File: config.mk
export PLATFORM = sky130hd
export DESIGN_NAME = obj_ram
export DESIGN_NICKNAME = d
export VERILOG_FILES = /design/src/verilog/obj_pkg.sv /design/src/verilog/obj_ram.sv
export SDC_FILE = /design/constraint.sdc
export NUM_CORES = 2
export LEC_CHECK = 0
export ABC_CLOCK_PERIOD_IN_PS = 7600
export BUFFER_PORTS_ARGS = -buffer_cell sky130_fd_sc_hd__clkbuf_2
export CAP_MARGIN = 10
export CORE_MARGIN = 4
export CORE_UTILIZATION = 65
export CTS_CLUSTER_SIZE = 40
export DETAILED_ROUTE_END_ITERATION = 8
export PLACE_DENSITY_LB_ADDON = 0.15
export SYNTH_ARGS = -nofsm -noshare
export SYNTH_HDL_FRONTEND = slang
export SYNTH_SLANG_ARGS = --single-unit
File: constraint.sdc
create_clock -name clk -period 7.6 [get_ports clk]
set_clock_uncertainty 0.2 [all_clocks]
set_input_delay 0.38 -clock clk [delete_from_list [all_inputs] [get_ports clk]]
set_output_delay 0.38 -clock clk [all_outputs]
set_load 0.01 [all_outputs]
File: src/verilog/obj_pkg.sv
// Types and constants shared by the sprite layer modules
// Every sprite module imports this package in its header
`default_nettype none

package obj_pkg;

    // Table size used when the top level does not override it
    localparam int OBJ_CNT_DEF = 64;
    // Sprites are square, 16 pixels each way
    localparam int OBJ_SIZE = 16;

    // One sprite table entry as stored in RAM
    // Byte 0 sits in the low bits, so declare from byte 3 down
    typedef struct packed {
        struct packed {
            logic       hflip;   // Horizontal mirror
            logic [2:0] unused;
            logic [3:0] pal;     // Palette select
        } attr;                  // Byte 3
        logic [7:0] code;        // Byte 2, sprite number
        logic [7:0] xpos;        // Byte 1
        logic [7:0] ypos;        // Byte 0
    } obj_entry_t;

    // Scanner to drawer request, one sprite row
    typedef struct packed {
        logic [7:0] code;
        logic [3:0] row;
        logic [7:0] xpos;
        logic [3:0] pal;
        logic       hflip;
    } obj_req_t;

    // Line buffer pixel
    // pix of zero is transparent
    typedef struct packed {
        logic [3:0] pal;
        logic [3:0] pix;
    } obj_pxl_t;

    // Table walker states
    typedef enum logic [2:0] {
        S_IDLE,
        S_RD_Y,
        S_RD_X,
        S_RD_CODE,
        S_RD_ATTR,
        S_WAIT_DRAW,
        S_NEXT
    } scan_state_t;

    // Row drawer states
    typedef enum logic [1:0] {
        D_IDLE,
        D_FETCH0,
        D_FETCH1,
        D_PAINT
    } draw_state_t;

endpackage

`default_nettype wire

File: src/verilog/obj_ram.sv
// Sprite attribute table, 4 bytes per sprite
// CPU reads and writes one port, the scanner reads the other
`timescale 1ns/1ns
`default_nettype none

module obj_ram import obj_pkg::*; #(
    parameter int OBJ_CNT = OBJ_CNT_DEF
) (
    input  wire                            clk,
    // CPU side
    input  wire                            cpu_we,
    input  wire  [$clog2(OBJ_CNT*4)-1:0]   cpu_addr,
    input  wire  [7:0]                     cpu_dout,
    output logic [7:0]                     cpu_din,
    // Scanner side, read only
    input  wire  [$clog2(OBJ_CNT*4)-1:0]   scan_addr,
    output logic [7:0]                     scan_dout
);

    // Byte wide storage for the whole table
    logic [7:0] mem [0:OBJ_CNT*4-1];

    // CPU port
    // Read data shows up the cycle after the address
    always_ff @(posedge clk) begin
        if (cpu_we) begin
            mem[cpu_addr] <= cpu_dout;
        end
        cpu_din <= mem[cpu_addr];
    end

    // Scanner port, registered like the CPU one
    always_ff @(posedge clk) begin
        scan_dout <= mem[scan_addr];
    end

endmodule

`default_nettype wire

==> metrics.txt <==
grt ovf 0; vias in the first global route between 50,000 and 60,000; Tcrit/Tclk final 0.617; Cell variety after synth 57; worst skew pair latency between 0.8 and 0.9 ns; Bufs and invs on worst path 3; CP endpoint kind flop; crit path DAT 5.15 ns; Initial Utilization 0.657; final worst path period need around 4.7 ns; Clk network pwr share 0.407; Power Density 236 mW/mm^2; CTS tree built; Tightest Pin Transition 1.35 ns; RePlAce Congestion roughly 1; vias per inst about 8; Post-Syn Area between 0.09 and 0.1 sq mm; critical path, cell by cell buf_4, buf_4, nand2b_4, buf_4, o221ai_1, o22ai_1, o311ai_0, a221oi_1, nor4_1; Finished Cell Area ~0.10 sq mm; Final nets roughly 4,800; Die W just under 400 um; first-pass GRT wire length ~420,000 um; I/O Pins 42; P_sw approximately 5.7 mW; Reg power frac 0.509; initial antenna violation count 20; DRC viols 0; Power Total 24.7 mW; largest net degree at the start of global routing roughly 220; most used cell, CP buf_4; Seq/Total Area, Yosys 0.643; detailed router's first-iteration violation count between 10,000 and 15,000; Slew Limit Headroom 0.101; Final Hold Viols 0; status completed; Cells after Synth approximately 4,800; Final Hold Slack around 0.008 ns; Crit path max-delay family compound AO/OA/AOI/OAI gates; r2r startpoint mem[209][5]; share of layout cells above drive strength 1 0.314; Clock Tree Root clkbuf_16; Hold Crit Class in -> reg; area of placed instances roughly 0.098 sq mm; crit path kind in -> reg; Internal around 19 mW; syn nets approximately 4,800; drt pass-1 iters 9; ys flop type edfxtp_1; Min-Delay Endpoint mem[34][4]; Worst R2R End cpu_din[5]; max cap viols 0; Hold Crit Start cpu_dout[4]; Worst VDD drop ~0.00025 V; Die Area 0.154 sq mm; drt total wl between 200,000 and 300,000 um; Switching Share 0.229; Comb pwr share 0.084; WL/cell between 40 and 50 um; EDFF count, synth between 2,000 and 2,500; core area ~0.15 sq mm; CP Data Required Time between 8 and 9 ns; Pleak between 30 and 40 nW; Register-to-Register Path Depth 6; DP Wirelength 188,000 um; # Post-CTS Setup Buffers 0; Worst-path clk slew 0.06 ns; async set-reset flop share out of synthesis 0; GRT Util Overall 0.396; Crit Path Max Fanout 44; Syn-to-layout area delta 8.98%; Setup Total Neg Slack 0 ns; synth warn 0; FILL cells between 8,000 and 9,000; crit-path max cell delay approximately 0.93 ns; Final Setup Violations 0; number of synthesized register bits 2,064; worst hold stages 1; H-Tree Level Count 4; Max Slew Vio Count 0; DRT antenna net count 0; mean cell area of the mapped netlist 20.0 sq um; unrepaired setup endpoints after global routing false; Clock Path Buffers 3; CTS Buf Count a little over 200; routed vias around 56,000; Clock Sinks about 2,100; fin util 0.716; Reg2Reg Setup Slack a little over 4 ns; Core Rows 140; Die Ht between 300 and 400 um; slowest cell on the critical path o311ai_0; CP Launch Type input port; highest achievable clock rate around 210 MHz; Port Buffer Count 41
==> power groups by stage <==
stage                     clock, mW  sequential (mW)  combinational (mW)
final                          10.1             12.6                2.07
after global routing           10.6             12.6                2.10
after CTS                      10.1             12.6                2.01
after detailed placement          0             12.8                1.99
after global placement            0             12.8                1.98
after floorplan                   0             12.8                1.18
==> kinds of logic after synthesis <==
group | count (synthesis) | synth area share
flops | 2064 | 0.643
mux | 1383 | 0.280
simple gates | 590 | 0.0283
buf+inv | 408 | 0.0215
compound gates | 375 | 0.0281
==> synth_stat cells (all sizes together) (18+ instances only) <==
library cell  count  share of area
edfxtp         2048           0.64
mux4           1041           0.24
mux2i           320          0.033
nor2            263          0.010
buf             257          0.016
clkbuf          143         0.0056
nand2           103         0.0040
o221ai           91         0.0083
o22ai            85         0.0055
a21oi            61         0.0032
nor3             57         0.0030
a22oi            45         0.0035
nand3            39         0.0020
nor4             33         0.0021
mux2             22         0.0026
nor2b            21         0.0014
a211oi           19         0.0015
nand2b           18         0.0012
==> metrics by stage <==
stage,std cells,setup slack [ns]
after detailed placement,6503,2.42
after global placement,6501,2.38
after floorplan,4820,4.39
final,6899,2.91
after global routing,6882,2.99
after CTS,6880,3.21
==> placed cells by master, fill, tap and decap left out, drive strengths merged, types with 6 or more instances in the layout <==
master    synthesis  layout
nor4             33      33
o22ai            85      85
a21oi            61      61
o21ai            11      11
a211oi           19      19
clkinvlp          0       8
bufinv            0      21
o32ai             7       7
mux2             22      22
a22oi            45      45
mux2i           320     320
nand2b           18      18
nor3             57      57
clkbuf          143     293
o311ai            8       8
nand4             8       8
o221ai           91      91
o211ai           11      11
inv               7      14
nand2           103     103
a22o              6       6
nor2            263     263
or2              13      13
mux4           1041    1041
buf             257     132
and2              6       6
clkinv            1      79
nor2b            21      21
nand3            39      39
edfxtp         2048    2048
a221oi            9       9
dfxtp            16      16
diode             0      18
==> repair_timing <==
action | in CTS | in global routing
resized for setup | 0 | 0
endpoints found under the setup margin | 0 | 0
hold buffers | 5 | 0
hold endpoints to repair | 207 | 0
==> worst max-delay path by stage <==
stage	start	to	slack, ns	depth (start not counted)
finish	scan_addr[2]	scan_dout[2]	2.91	9
global route	scan_addr[2]	scan_dout[2]	2.99	9
CTS	scan_addr[2]	scan_dout[2]	3.21	9
detailed placement	scan_addr[2]	scan_dout[2]	2.42	9
global placement	scan_addr[2]	scan_dout[2]	2.38	9
floorplan	cpu_addr[0]	mem[179][0]	4.39	11
==> metal layers <==
layer,routed length (um),GRT usage,share of wire
met1,98400,0.542,0.33
met2,133000,0.566,0.45
met3,45700,0.142,0.15
met4,21100,0.216,0.071
met5,49,0,0.00016
==> layout make-up <==
class	instances	area (sq um)	share of cell area
Clock buffer	258	5440	0.0519
Multi-Input combinational cell	2348	32500	0.310
Clock inverter	114	1110	0.0106
Timing Repair Buffer	172	1530	0.0146
Inverter	8	36.3	0.000346
Tap cell	1917	2400	0.0229
Antenna cell	18	45.0	0.000430
Sequential cell	2064	61800	0.590
==> state kept, by name, indices dropped and copies added, names as in the netlist <==
signal     count
scan_dout      8
mem         2048
cpu_din        8
No activity file was read; power rests on OpenSTA's default activity.
