`config.mk`:
```
export PLATFORM = sky130hd
export DESIGN_NAME = obj_draw
export DESIGN_NICKNAME = d
export VERILOG_FILES = /design/src/verilog/obj_pkg.sv /design/src/verilog/obj_draw.sv
export SDC_FILE = /design/constraint.sdc
export NUM_CORES = 1
export LEC_CHECK = 0
export ABC_CLOCK_PERIOD_IN_PS = 3200
export BUFFER_PORTS_ARGS = -buffer_cell sky130_fd_sc_hd__buf_2
export CAP_MARGIN = 10
export CORE_ASPECT_RATIO = 1.25
export CORE_MARGIN = 2
export CORE_UTILIZATION = 50
export DETAILED_ROUTE_END_ITERATION = 6
export PLACE_DENSITY = 0.76
export SLEW_MARGIN = 0
export SYNTH_ARGS = -nofsm -noshare
export SYNTH_HDL_FRONTEND = slang
export SYNTH_SLANG_ARGS = --single-unit
```
`constraint.sdc`:
```
create_clock -name clk -period 3.2 [get_ports clk]
set_input_delay 0.48 -clock clk [delete_from_list [all_inputs] [get_ports clk]]
set_output_delay 0.48 -clock clk [all_outputs]
set_load 0.02 [all_outputs]
```
`src/verilog/obj_pkg.sv`:
```
// Types and constants shared by the sprite layer modules
// Every sprite module imports this package in its header
`default_nettype none

package obj_pkg;

    // Table size used when the top level does not override it
    localparam int OBJ_CNT_DEF = 64;
    // Sprites are square, 16 pixels each way
    localparam int OBJ_SIZE = 16;

    // One sprite table entry as stored in RAM
    // Byte 0 sits in the low bits, so declare from byte 3 down
    typedef struct packed {
        struct packed {
            logic       hflip;   // Horizontal mirror
            logic [2:0] unused;
            logic [3:0] pal;     // Palette select
        } attr;                  // Byte 3
        logic [7:0] code;        // Byte 2, sprite number
        logic [7:0] xpos;        // Byte 1
        logic [7:0] ypos;        // Byte 0
    } obj_entry_t;

    // Scanner to drawer request, one sprite row
    typedef struct packed {
        logic [7:0] code;
        logic [3:0] row;
        logic [7:0] xpos;
        logic [3:0] pal;
        logic       hflip;
    } obj_req_t;

    // Line buffer pixel
    // pix of zero is transparent
    typedef struct packed {
        logic [3:0] pal;
        logic [3:0] pix;
    } obj_pxl_t;

    // Table walker states
    typedef enum logic [2:0] {
        S_IDLE,
        S_RD_Y,
        S_RD_X,
        S_RD_CODE,
        S_RD_ATTR,
        S_WAIT_DRAW,
        S_NEXT
    } scan_state_t;

    // Row drawer states
    typedef enum logic [1:0] {
        D_IDLE,
        D_FETCH0,
        D_FETCH1,
        D_PAINT
    } draw_state_t;

endpackage

`default_nettype wire

```
`src/verilog/obj_draw.sv`:
```
// Draws one sprite row per request into the line buffer
// Two ROM words per row, then one pixel per cycle for 16 cycles
`timescale 1ns/1ns
`default_nettype none

module obj_draw import obj_pkg::*; (
    input  wire         clk,
    input  wire         rst,
    input  wire         hs,
    // From the scanner
    input  wire         draw_start,
    input  obj_req_t    draw_req,
    output logic        draw_busy,
    // Graphics ROM
    output logic        rom_cs,
    output logic [12:0] rom_addr,
    input  wire  [31:0] rom_data,
    input  wire         rom_ok,
    // Line buffer write side
    output logic        line_we,
    output logic [7:0]  line_addr,
    output obj_pxl_t    line_din
);

    draw_state_t state;
    logic [3:0]  step;
    obj_req_t    req;
    logic [63:0] gfx;
    logic [3:0]  pidx;
    logic [3:0]  pix;

    assign draw_busy = state != D_IDLE;

    // Half 0 is pixels 0 to 7, half 1 is pixels 8 to 15
    assign rom_addr = {req.code, req.row, state == D_FETCH1};

    // Mirror by walking the row backwards
    assign pidx = req.hflip ? ~step : step;
    assign pix  = gfx[{pidx, 2'b00} +: 4];

    // Transparent pixels never reach the buffer
    assign line_we       = state == D_PAINT && pix != 4'd0;
    assign line_addr     = req.xpos + {4'd0, step};
    assign line_din.pal  = req.pal;
    assign line_din.pix  = pix;

    always_ff @(posedge clk, posedge rst) begin
        if (rst) begin
            state  <= D_IDLE;
            step   <= '0;
            rom_cs <= 1'b0;
        end else if (hs) begin
            // Line over, drop whatever was in flight
            state  <= D_IDLE;
            rom_cs <= 1'b0;
        end else begin
            case (state)
                D_IDLE: begin
                    if (draw_start) begin
                        state  <= D_FETCH0;
                        rom_cs <= 1'b1;
                    end
                end
                D_FETCH0: begin
                    if (rom_cs && rom_ok) begin
                        // Release cs for a cycle before the next word
                        state  <= D_FETCH1;
                        rom_cs <= 1'b0;
                    end
                end
                D_FETCH1: begin
                    if (!rom_cs) begin
                        rom_cs <= 1'b1;
                    end else if (rom_ok) begin
                        state  <= D_PAINT;
                        rom_cs <= 1'b0;
                        step   <= '0;
                    end
                end
                D_PAINT: begin
                    step <= step + 1'b1;
                    if (step == 4'(OBJ_SIZE - 1)) begin
                        state <= D_IDLE;
                    end
                end
                default: state <= D_IDLE;
            endcase
        end
    end

    // Request and pixel data
    always_ff @(posedge clk) begin
        if (state == D_IDLE && draw_start) begin
            req <= draw_req;
        end
        if (state == D_FETCH0 && rom_cs && rom_ok) begin
            gfx[31:0] <= rom_data;
        end
        if (state == D_FETCH1 && rom_cs && rom_ok) begin
            gfx[63:32] <= rom_data;
        end
    end

endmodule

`default_nettype wire

```
==> results.yml <==
logic_synthesis:
  async_reset_ff_share_pct: 7.29
  netlist_area_um2: 4620
  ys_seq_area_share_pct: 61.6
  netlist_instances: 317
  synth_top_area_cell: "edfxtp_1"
  synth_adder_area_share_pct: 2.87
  synthTopCellsByArea: "edfxtp_1 (58%), a221oi_1 (4.4%), mux2i_1 (3.9%)"
  synth.top_cell.area_share_pct: 57.9
  synth_fp_nets: 389
  syn_avg_cell_area_um2: 14.6
  ys_ff_latch: 96
  synth-edff-count: 89
  synth_xor_area_share_pct: 1.52
  yosys.area_share.simple_pct: 5.15
  yosys_most_used_dff: "edfxtp_1"
  ys_types: 49
  synth_mux_area_share_pct: 10.6
  synth_compound_area_share_pct: 12.1
  ys_warn_count: 0
  synth_top_family_by_area: "compound AO/OA/AOI/OAI gates"
sta:
  period_share_pct: 98.1
  tightestPinTransition_ns: 0.719
  hold_viol_final: 0
  fmax_mhz: 319
  setup_viol: 0
  finalMaxSlewViolations: 0
  tns_ns: 0
  period_needed_ns: 3.14
  maxSlewHeadroom_pct: 51.7
  finClkSkew_ns: 0.00767
setup_path:
  start_kind: "register"
  critPathMaxFanout: 17
  cp-end-kind: "output pin"
  crit_required_ns: 2.72
  arrival_ns: 2.66
  worstSetupPathType: "reg2out"
clocking:
  htree_levels: 3
  path_clk_slew_ns: 0.06
  root_buffer: "clkbuf_16"
  cts_buffers: 9
  cts_tree: "yes"
  clkLatencyLatePin_ns: 0.34
  cts.path.max_buffers: 2
  clkSinkCount: 96
  hold_buffers: 0
routing:
  drt_iter0_drc: 284
  vias_per_cell: 5.86
  wirelength_mm: 9.59
  drc_errors: 0
  ant_nets: 0
  vias: 3067
  drt_first_pass_iters: 5
  routedWlPerCell_um: 18.3
global_route:
  grt.total_usage_pct: 19.5
  grt_pass1_vias: 2965
  grt_start_max_net_pins: 38
  grt-ovfl-total: 0
  antenna_found_initial: 0
  grt_pass1_wl_mm: 15.1
layout:
  nets: 467
  post-route-util_pct: 60.0
  diodes: 0
  drive_gt1_share_pct: 33.0
  syn_to_final_growth_pct: 17.8
flow_run:
  max-cap-violations: 0
place:
  finalWeightedCongestion: 0.834
  dpl.hpwl_mm: 6.64
  portBuffers: 93
floorplan:
  coreArea_um2: 9080
  start_util_pct: 50.9
  ioPinCount: 94
  die_area_um2: 10000
  rows: 39
  die_h_um: 111
  die_w_um: 90.0
min_path:
  worst_hold_path_type: "in2async"
status:
  status: "complete, no violations"
power:
  peakVddDrop_uv: 404
  p_per_area_nw_per_um2: 755
  p_leak_nw: 2.10
[cell families (layout without fill, tap and decap cells)]
group                    Yosys count  in the layout
flip-flops                        96             96
AO/OA/AOI/OAI                     73             73
AND/OR/NAND/NOR                   51             51
buffers and inverters             48            131
multiplexers                      31             31
adder cells (fa/ha/maj)           10             10
XOR/XNOR                           8              8
[cell usage in the layout, fill, tap and decap left out, types with 8 or more instances in the layout]
master     synthesis  final
buf_2              6     93
edfxtp_1          89     89
a221oi_1          23     21
mux2i_1           18     18
nor2_1            15     15
nand2_1           13     13
inv_1             11     11
o21ai_0           10     10
clkbuf_16          0     10
nand3_1            9      9
ha_1               9      9
a21oi_1            8      8
mux4_2             8      8
[power breakdown]
| part | leakage, nW | switching [mW] | internal (mW) |
|---|---|---|---|
| clock | 0.151 | 0.419 | 0.682 |
| sequential | 0.906 | 0.105 | 1.54 |
| combinational | 1.04 | 0.840 | 0.526 |
[through the flow]
step | setup slack (ns) | hold slack, ns | instance area, µm² | power [mW] | instances
3_5_place_dp | 0.392 | 0.452 | 5080 | 2.98 | 505
2_1_floorplan | 0.354 | 0.283 | 4620 | 2.64 | 317
4_1_cts | 0.0856 | 0.0831 | 5400 | 4.09 | 521
5_1_grt | -0.120 | 0.0970 | 5440 | 4.32 | 523
6_report | 0.0616 | 0.0834 | 5440 | 4.11 | 523
3_3_place_gp | 0.435 | 0.451 | 5080 | 2.95 | 505
[state kept, by name, summed over array words and instances, names as in the netlist]
| register | count |
|---|---|
| gfx | 64 |
| state | 2 |
| rom_cs | 1 |
| line_din | 4 |
| req | 9 |
| rom_addr | 12 |
| step | 4 |
[worst paths after layout]
check / from / end / slack, ns / cells past startpoint
hold reg to reg: rom_cs$_DFFE_PP0P_ / rom_cs$_DFFE_PP0P_ / 0.62 / 2
setup / recovery: step[2]$_DFFE_PP0P_ / line_we / 0.06 / 8
min in group clk: draw_req[24] / rom_addr[12]$_DFFE_PP_ / 0.31 / 1
max in group asynchronous: rst / step[2]$_DFFE_PP0P_ / 2.84 / 2
hold / removal: rst / state[0]$_DFFE_PP0P_ / 0.08 / 2
setup reg to reg: step[0]$_DFFE_PP0P_ / state[1]$_DFFE_PP0P_ / 1.06 / 7
[layer usage]
layer  part of all wire, %  track usage [%]
met5                     0                0
met3                   7.9             6.63
met1                    41             24.5
met4                   1.8             5.64
met2                    49             32.4
[cell usage after synthesis (2+ instances only)]
cell type and n:
o211ai_1 3, buf_4 18, and3_1 3, o311ai_0 2, o21ai_0 10, clkbuf_1 10
o211a_1 2, mux4_1 5, xnor2_1 7, a22o_1 4, o22ai_1 2, mux2i_1 18
a21oi_1 8, buf_6 2, nor2_1 15, edfxtp_1 89, buf_2 6, inv_1 11
a31oi_1 4, nand2b_1 2, ha_1 9, dfrtp_1 7, nand3_1 9, nand2_1 13
a221oi_1 23, a22oi_1 2, mux4_2 8, nor2b_1 4
[what timing repair did]
action / 4_1_cts / 5_1_grt
buffers inserted: 0 / 1
gates cloned: 0 / 1
endpoints found under the setup margin: 1 / 1
resized for setup: 4 / 5
[final cells by class]
class / count / area [µm²]
fillers: 716 / 3630
flip-flops and latches: 96 / 2850
repair buffers: 104 / 586
well taps: 123 / 154
clock buffers: 12 / 236
multi-input cells: 173 / 1510
clock inverters: 4 / 70.1
inverters: 11 / 41.3
[critical path, stage by stage, from the launching register on]
cell	delay, ns
dfrtp_2	0.48
buf_6	0.19
or2b_1	0.24
o22ai_1	0.11
a2111oi_0	0.58
a21oi_1	0.11
o32ai_1	0.21
o41a_1	0.22
buf_2	0.17
(Power assumes the default switching activity.)
