[config.mk]
export PLATFORM = sky130hd
export DESIGN_NAME = obj_scan
export DESIGN_NICKNAME = d
export VERILOG_FILES = /design/src/verilog/obj_pkg.sv /design/src/verilog/obj_scan.sv
export SDC_FILE = /design/constraint.sdc
export NUM_CORES = 1
export LEC_CHECK = 0
export BUFFER_PORTS_ARGS = -buffer_cell sky130_fd_sc_hd__buf_2
export CAP_MARGIN = 10
export CORE_MARGIN = 2
export CORE_UTILIZATION = 53
export DETAILED_ROUTE_END_ITERATION = 8
export GPL_TIMING_DRIVEN = 0
export PLACE_DENSITY = 0.77
export SLEW_MARGIN = 40
export SYNTH_ARGS = -nofsm -noshare
export SYNTH_HDL_FRONTEND = slang
export SYNTH_SLANG_ARGS = --single-unit
[constraint.sdc]
create_clock -name clk -period 3.2 [get_ports clk]
set_input_delay 0.64 -clock clk [delete_from_list [all_inputs] [get_ports clk]]
set_output_delay 0.64 -clock clk [all_outputs]
set_load 0.005 [all_outputs]
[src/verilog/obj_pkg.sv]
// Types and constants shared by the sprite layer modules
// Every sprite module imports this package in its header
`default_nettype none

package obj_pkg;

    // Table size used when the top level does not override it
    localparam int OBJ_CNT_DEF = 64;
    // Sprites are square, 16 pixels each way
    localparam int OBJ_SIZE = 16;

    // One sprite table entry as stored in RAM
    // Byte 0 sits in the low bits, so declare from byte 3 down
    typedef struct packed {
        struct packed {
            logic       hflip;   // Horizontal mirror
            logic [2:0] unused;
            logic [3:0] pal;     // Palette select
        } attr;                  // Byte 3
        logic [7:0] code;        // Byte 2, sprite number
        logic [7:0] xpos;        // Byte 1
        logic [7:0] ypos;        // Byte 0
    } obj_entry_t;

    // Scanner to drawer request, one sprite row
    typedef struct packed {
        logic [7:0] code;
        logic [3:0] row;
        logic [7:0] xpos;
        logic [3:0] pal;
        logic       hflip;
    } obj_req_t;

    // Line buffer pixel
    // pix of zero is transparent
    typedef struct packed {
        logic [3:0] pal;
        logic [3:0] pix;
    } obj_pxl_t;

    // Table walker states
    typedef enum logic [2:0] {
        S_IDLE,
        S_RD_Y,
        S_RD_X,
        S_RD_CODE,
        S_RD_ATTR,
        S_WAIT_DRAW,
        S_NEXT
    } scan_state_t;

    // Row drawer states
    typedef enum logic [1:0] {
        D_IDLE,
        D_FETCH0,
        D_FETCH1,
        D_PAINT
    } draw_state_t;

endpackage

`default_nettype wire

[src/verilog/obj_scan.sv]
// Walks the sprite table once per line, starting at hs
// Sprites that cover vdump are sent to the drawer in index order
`timescale 1ns/1ns
`default_nettype none

module obj_scan import obj_pkg::*; #(
    parameter int OBJ_CNT = OBJ_CNT_DEF
) (
    input  wire                            clk,
    input  wire                            rst,
    input  wire                            hs,
    input  wire  [7:0]                     vdump,
    // Table RAM read port
    output logic [$clog2(OBJ_CNT*4)-1:0]   scan_addr,
    input  wire  [7:0]                     scan_dout,
    // Drawer handoff
    input  wire                            draw_busy,
    output logic                           draw_start,
    output obj_req_t                       draw_req
);

    localparam int IDX_W = $clog2(OBJ_CNT);

    scan_state_t      state;
    logic [IDX_W-1:0] idx;
    logic [1:0]       sel;
    logic             last;
    logic [7:0]       dy;
    logic             in_range;
    obj_entry_t       ent;

    // Byte select follows the state
    // RAM data lands one state later
    always_comb begin
        case (state)
            S_RD_Y:    sel = 2'd0;
            S_RD_X:    sel = 2'd1;
            S_RD_CODE: sel = 2'd2;
            default:   sel = 2'd3;
        endcase
    end

    assign scan_addr = {idx, sel};
    assign last      = idx == IDX_W'(OBJ_CNT - 1);

    // Row within the sprite, wraps at 256
    assign dy       = vdump - ent.ypos;
    assign in_range = dy < 8'(OBJ_SIZE);

    always_ff @(posedge clk, posedge rst) begin
        if (rst) begin
            state      <= S_IDLE;
            idx        <= '0;
            draw_start <= 1'b0;
        end else begin
            draw_start <= 1'b0;
            if (hs) begin
                // New line, start over from entry 0
                state <= S_RD_Y;
                idx   <= '0;
            end else begin
                case (state)
                    S_RD_Y:    state <= S_RD_X;
                    S_RD_X:    state <= S_RD_CODE;
                    S_RD_CODE: state <= S_RD_ATTR;
                    S_RD_ATTR: state <= S_NEXT;
                    S_NEXT: begin
                        // Attr arrives now, ypos is already held
                        if (in_range) begin
                            state <= S_WAIT_DRAW;
                        end else begin
                            state <= last ? S_IDLE : S_RD_Y;
                            idx   <= idx + 1'b1;
                        end
                    end
                    S_WAIT_DRAW: begin
                        // Only one request outstanding at a time
                        if (!draw_busy) begin
                            draw_start <= 1'b1;
                            state      <= last ? S_IDLE : S_RD_Y;
                            idx        <= idx + 1'b1;
                        end
                    end
                    default: state <= S_IDLE;
                endcase
            end
        end
    end

    // Entry assembly and request payload
    always_ff @(posedge clk) begin
        case (state)
            S_RD_X:    ent.ypos <= scan_dout;
            S_RD_CODE: ent.xpos <= scan_dout;
            S_RD_ATTR: ent.code <= scan_dout;
            S_NEXT:    ent.attr <= scan_dout;
            S_WAIT_DRAW: begin
                if (!draw_busy) begin
                    draw_req.code  <= ent.code;
                    draw_req.row   <= dy[3:0];
                    draw_req.xpos  <= ent.xpos;
                    draw_req.pal   <= ent.attr.pal;
                    draw_req.hflip <= ent.attr.hflip;
                end
            end
            default: ;
        endcase
    end

endmodule

`default_nettype wire
==> results.cfg, run 1 <==
[yosys]
syn_area_per_cell_um2 = 15.5
yosysSeqAreaShare_pct = 73.4
synth_top_area_cell = edfxtp_1
synthAdderAreaFrac_pct = 4.71
synthSimpleGateAreaFrac_pct = 9.23
synth_cells = 164
synth_warnings = 0
synth_seq_cells = 64
synth_xor_area_share_pct = 2.06
yosys.cell_types.count = 37
synth_compound_area_share_pct = 7.27
synth_mux_area_share_pct = 0.933
synth_top_family_by_area = simple AND/OR/NAND/NOR gates
synthesis.nets = 193
synthDominantCellAreaShare_pct = 63.6
synthTopCellsByArea = edfxtp_1 (64%), dfrtp_1 (9.8%), ha_1 (3.9%)
synth_area_um2 = 2550

[routing]
wl_um = 4060
postRouteAntennaNets = 0
drtPass1Iterations = 4
vias = 1487
post_drt_wl_per_cell_um = 14.1
drc = 0
vias_per_cell = 5.18
drt_iter0_markers = 56

[timing]
fin_worst_skew_ns = 0.00624
slew_headroom_pct = 57.0
slew_viol_final = 0
max_slew.worst_pin.slew_ns = 0.643
setup_ws_ns = 0.543
max_freq_ghz = 0.376
holdWs_ns = 0.279
hold_viol = 0
fin_crit_ns = 2.66
rsz0062_at_grt = no
tns_ns = 0
setup_violations = 0
post-route-period-util_pct = 83.0

[floorplanning]
rows = 25
num_io_pins = 54
die_h_um = 73.3
die-area_um2 = 5380
die_width_um = 73.3
core-area_um2 = 4690
initial_core_util_pct = 54.3

[final_layout]
final_common_cell = edfxtp_1
antennaDiodeCount = 0
synthToLayoutAreaGrowth_pct = 20.5
drive_gt1_share_pct = 32.2
final_util_pct = 65.4
mostFrequentLayoutCells = edfxtp_1 (54), buf_2 (53), inv_1 (14)
fillers = 342
layout.nets = 257
fin_area_um2 = 3070

[place]
gp_congestion = 0.834
place_area_um2 = 2880
numPortBuffers = 53
place_ws_ns = 0.216
dpl.hpwl_um = 2840

[flow_run]
drv_cap = 0

[worst_setup_path]
crit_arrival_ns = 2.85
rr_startpoint = ent[0]
r2r_slack_ns = 0.54
path_buf_inv = 0
critical_path_class = reg -> reg
path_max_fanout = 6
reg2regPathDepth = 9
cp_cell_sequence = ha_1 -> fa_1 -> nor2b_1 -> o21ai_1 -> nor4_2 -> a211oi_2 -> o31ai_2 -> mux2i_1 -> nor2_1
critical_path_required_ns = 3.39
critPathCaptureType = register
startpoint_type = register
cp_top_family = compound AO/OA/AOI/OAI gates
r2r-end = idx[1]
slowest_stage = o31ai_2
cp_slowest_stage_delay_ns = 0.50

[clock_network]
ctsResizeCount = 0
clk_path_buf_depth = 2
cts_hold_buffers = 0
cts.sinks = 64
cts_tree = done
cts_buffers = 9
clk_latency_ns = 0.33
cts_max_level = 3
ctsRootBufferMaster = clkbuf_8
cts_setup_buffers = 0
clkTransAtPathRegs_ns = 0.07

[grt]
overflow = 0
grt_first_pass_wirelength_um = 6600
antenna_found_initial = 0
grt_pass1_vias = 1385
grt_use_total_pct = 17.3
grt_max_degree = 26

[power_and_ir_drop]
ir_worst_vdd_uv = 270
power_density_nw_per_um2 = 562
leakage_nw = 1.29

[outcome]
outcome = complete, no violations

[min_path]
hp-class = in -> async
[per-layer routing]
layer  routed length, µm  vias to the layer above  global-route usage (%)
li1                    -                      733                       -
met1                1800                      687                    21.5
met2                1900                       61                    26.4
met3                 294                        6                    4.94
met4                  73                        0                    11.1
met5                   0                        -                       0
[synthesized netlist by cell type]
master    count
a211oi_1      1
a211oi_2      1
a21o_1        1
a21oi_1       7
a21oi_4       1
a31oi_1       1
a31oi_4       1
a41oi_1       1
and3_1        2
clkbuf_1      1
dfrtp_1      10
edfxtp_1     54
fa_1          1
ha_1          8
inv_1        15
mux2i_1       1
mux2i_2       1
nand2_1       6
nand2b_1      6
nand3_1       3
nand3b_1      1
nand4_1       1
nor2_1       10
nor2_2        1
nor2b_1       4
nor3_1        2
nor4_2        1
o211a_1       2
o21ai_0       4
o21ai_1       2
o31ai_1       1
o31ai_2       1
or3_1         3
or3b_1        1
or4_1         2
xnor2_1       2
xor2_1        4
[registers in the layout, indices dropped and copies added, names as in the netlist]
signal	flops
idx	6
draw_start	1
ent	29
state	3
draw_req	25
[worst max path at each step]
| stage | end | slack [ns] | start | cells after the start |
|---|---|---|---|---|
| finish | idx[1] | 0.54 | ent[0] | 9 |
| CTS | idx[1] | 0.54 | ent[0] | 9 |
| detailed placement | idx[1] | 0.22 | vdump[0] | 11 |
| floorplan | idx[1] | 0.59 | vdump[0] | 10 |
| global route | idx[4] | 0.30 | ent[0] | 9 |
| global placement | idx[1] | 0.28 | vdump[0] | 11 |
[kinds of logic after synthesis]
logic type               count (synthesis)
AO/OA/AOI/OAI                           24
multiplexers                             2
XOR/XNOR                                 6
adder cells (fa/ha/maj)                  9
buffers and inverters                   16
AND/OR/NAND/NOR                         43
flip-flops                              64
[final cells by class]
cell class	instances	area [µm²]	area share (%)
buffer	1	3.75	0.122
clock buffer	9	124	4.03
clock inverter	7	62.6	2.04
inverter	15	56.3	1.83
multi-input combinational	84	619	20.2
sequential	64	1870	61.0
tap	54	67.6	2.20
timing repair buffer	53	265	8.64
[metrics by stage]
step | instances | total power, mW
finish | 287 | 1.72
global route | 287 | 1.79
CTS | 287 | 1.74
detailed placement | 271 | 1.10
global placement | 271 | 1.10
floorplan | 164 | 1.05
[power by group]
part | internal (mW) | switching (mW)
sequential | 0.937 | 0.0125
combinational | 0.0548 | 0.0804
clock | 0.351 | 0.289
total | 1.34 | 0.382
(Power assumes the default switching activity.)
==> run 2: changes to the inputs <==
==> constraint.sdc (replaced) <==
create_clock -name clk -period 2.5 [get_ports clk]
set_input_delay 0.5 -clock clk [delete_from_list [all_inputs] [get_ports clk]]
set_output_delay 0.5 -clock clk [all_outputs]
set_load 0.005 [all_outputs]
==> run 2 against run 1 <==
Against the previous run: via count increased by 1.0%; hold slack lost 0.14 ns; wire length grew 1.9%; critical path type unchanged; critical endpoint is now state[0]; die area stayed put; critical path depth down 2.
==> results.cfg, run 2 (synthesis gave the netlist of run 1 again) <==
[outcome]
outcome = complete, no violations

[floorplanning]
initial_core_util_pct = 54.3
rows = 25
num_io_pins = 54
die-area_um2 = 5380
die_width_um = 73.3
die_h_um = 73.3
core-area_um2 = 4690

[final_layout]
top_regs = ent x29, draw_req x25, idx x6
fillers = 330
final_cells = 288
synthToLayoutAreaGrowth_pct = 23.5
largest_register_ffs = 29
final_util_pct = 67.1
top_register = ent
final_common_cell = edfxtp_1
layout.nets = 258
drive_gt1_share_pct = 35.5
mostFrequentLayoutCells = edfxtp_1 (54), buf_2 (53), inv_1 (14)
antennaDiodeCount = 0

[grt]
grt_first_pass_wirelength_um = 6670
grt_pass1_vias = 1405
antenna_found_initial = 0
grt_max_degree = 26
overflow = 0
grt_use_total_pct = 17.4

[routing]
vias_per_cell = 5.22
post_drt_wl_per_cell_um = 14.4
postRouteAntennaNets = 0
drtPass1Iterations = 4
wl_um = 4140
drt_iter0_markers = 60
drc = 0
vias = 1502

[worst_setup_path]
cp_slowest_stage_delay_ns = 0.52
critPathCapture = state[0]
startpoint_type = register
crit_arrival_ns = 2.64
rr_startpoint = ent[0]
slowest_stage = or4_1
reg2regPathDepth = 7
path_buf_inv = 0
cp_cell_sequence = ha_4 -> fa_2 -> nor2b_4 -> o21ai_2 -> a211oi_4 -> nor3_2 -> or4_1
path_max_fanout = 6
cp_num_cells = 7
r2r-end = state[0]
critical_path_required_ns = 2.70
r2r_slack_ns = 0.06
startpoint = ent[0]
critPathCaptureType = register
critical_path_class = reg -> reg
cp_top_family = simple AND/OR/NAND/NOR gates

[place]
dpl.hpwl_um = 2840
numPortBuffers = 53
gp_congestion = 0.834
dp.cells = 271

[flow_run]
drv_cap = 0

[power_and_ir_drop]
power_mw = 2.23
leakage_nw = 1.30
power_density_nw_per_um2 = 709
ir_worst_vdd_uv = 346

[clock_network]
cts.sinks = 64
cts_tree = done
clkTransAtPathRegs_ns = 0.07
clk_latency_ns = 0.33
clk_path_buf_depth = 2
cts_buffers = 9
cts_hold_buffers = 0
cts_max_level = 3
ctsRootBufferMaster = clkbuf_8

[timing]
max_freq_ghz = 0.410
fin_crit_ns = 2.44
tns_ns = 0
post-route-period-util_pct = 97.7
fin_worst_skew_ns = 0.00670
hold_viol = 0
slew_viol_final = 0
max_slew.worst_pin.slew_ns = 0.647
rsz0062_at_grt = yes
slew_headroom_pct = 56.7
setup_violations = 0

[min_path]
hp-class = in -> async
run 2: how the worst min path moves through the flow:
stage / endpoint / cells past startpoint
finish: draw_start / 2
global route: draw_start / 2
CTS: idx[0] / 2
detailed placement: draw_req[0] / 0
global placement: draw_req[20] / 0
floorplan: draw_start / 1
run 2: metal layers:
layer | GRT usage [%] | wire (µm) | vias up
li1 | - | - | 732
met1 | 21.6 | 1860 | 706
met2 | 26.9 | 1930 | 56
met3 | 4.94 | 264 | 8
met4 | 11.1 | 77 | 0
met5 | 0 | 0 | -
run 2: worst reg2reg max path: stages, from the launching register on:
cell,delay (ns)
edfxtp_1,0.45
ha_4,0.20
fa_2,0.41
nor2b_4,0.15
o21ai_2,0.12
a211oi_4,0.34
nor3_2,0.13
or4_1,0.52
run 2: final cells by class:
| class | instances | area, µm² | share of cell area [%] |
|---|---|---|---|
| plain buffers | 1 | 3.75 | 0.119 |
| inverters | 15 | 56.3 | 1.79 |
| clock buffers | 9 | 124 | 3.94 |
| well taps | 54 | 67.6 | 2.15 |
| repair buffers | 54 | 273 | 8.67 |
| multi-input cells | 84 | 688 | 21.9 |
| clock inverters | 7 | 62.6 | 1.99 |
| flip-flops and latches | 64 | 1870 | 59.5 |
run 2: where the power goes:
group	leakage, nW	internal [mW]	switching (mW)
clock network	0.0917	0.449	0.371
logic	0.585	0.0796	0.116
registers	0.625	1.20	0.0164
total	1.30	1.73	0.504
run 2: stage by stage:
step,worst slack [ns],cell area [µm²],hold WS (ns)
2_1_floorplan,0.0278,2550,0.340
3_3_place_gp,-0.278,2880,0.401
3_5_place_dp,-0.344,2880,0.405
4_1_cts,-0.00445,3090,0.142
5_1_grt,-0.0497,3150,0.156
6_report,0.0584,3150,0.138
run 2: what timing repair did:
item	CTS	global route
gates resized for setup	3	9
pin swaps	1	7
endpoints found under the setup margin	6	8
buffers inserted	0	2
hold endpoints to repair	0	0
cloned	0	0
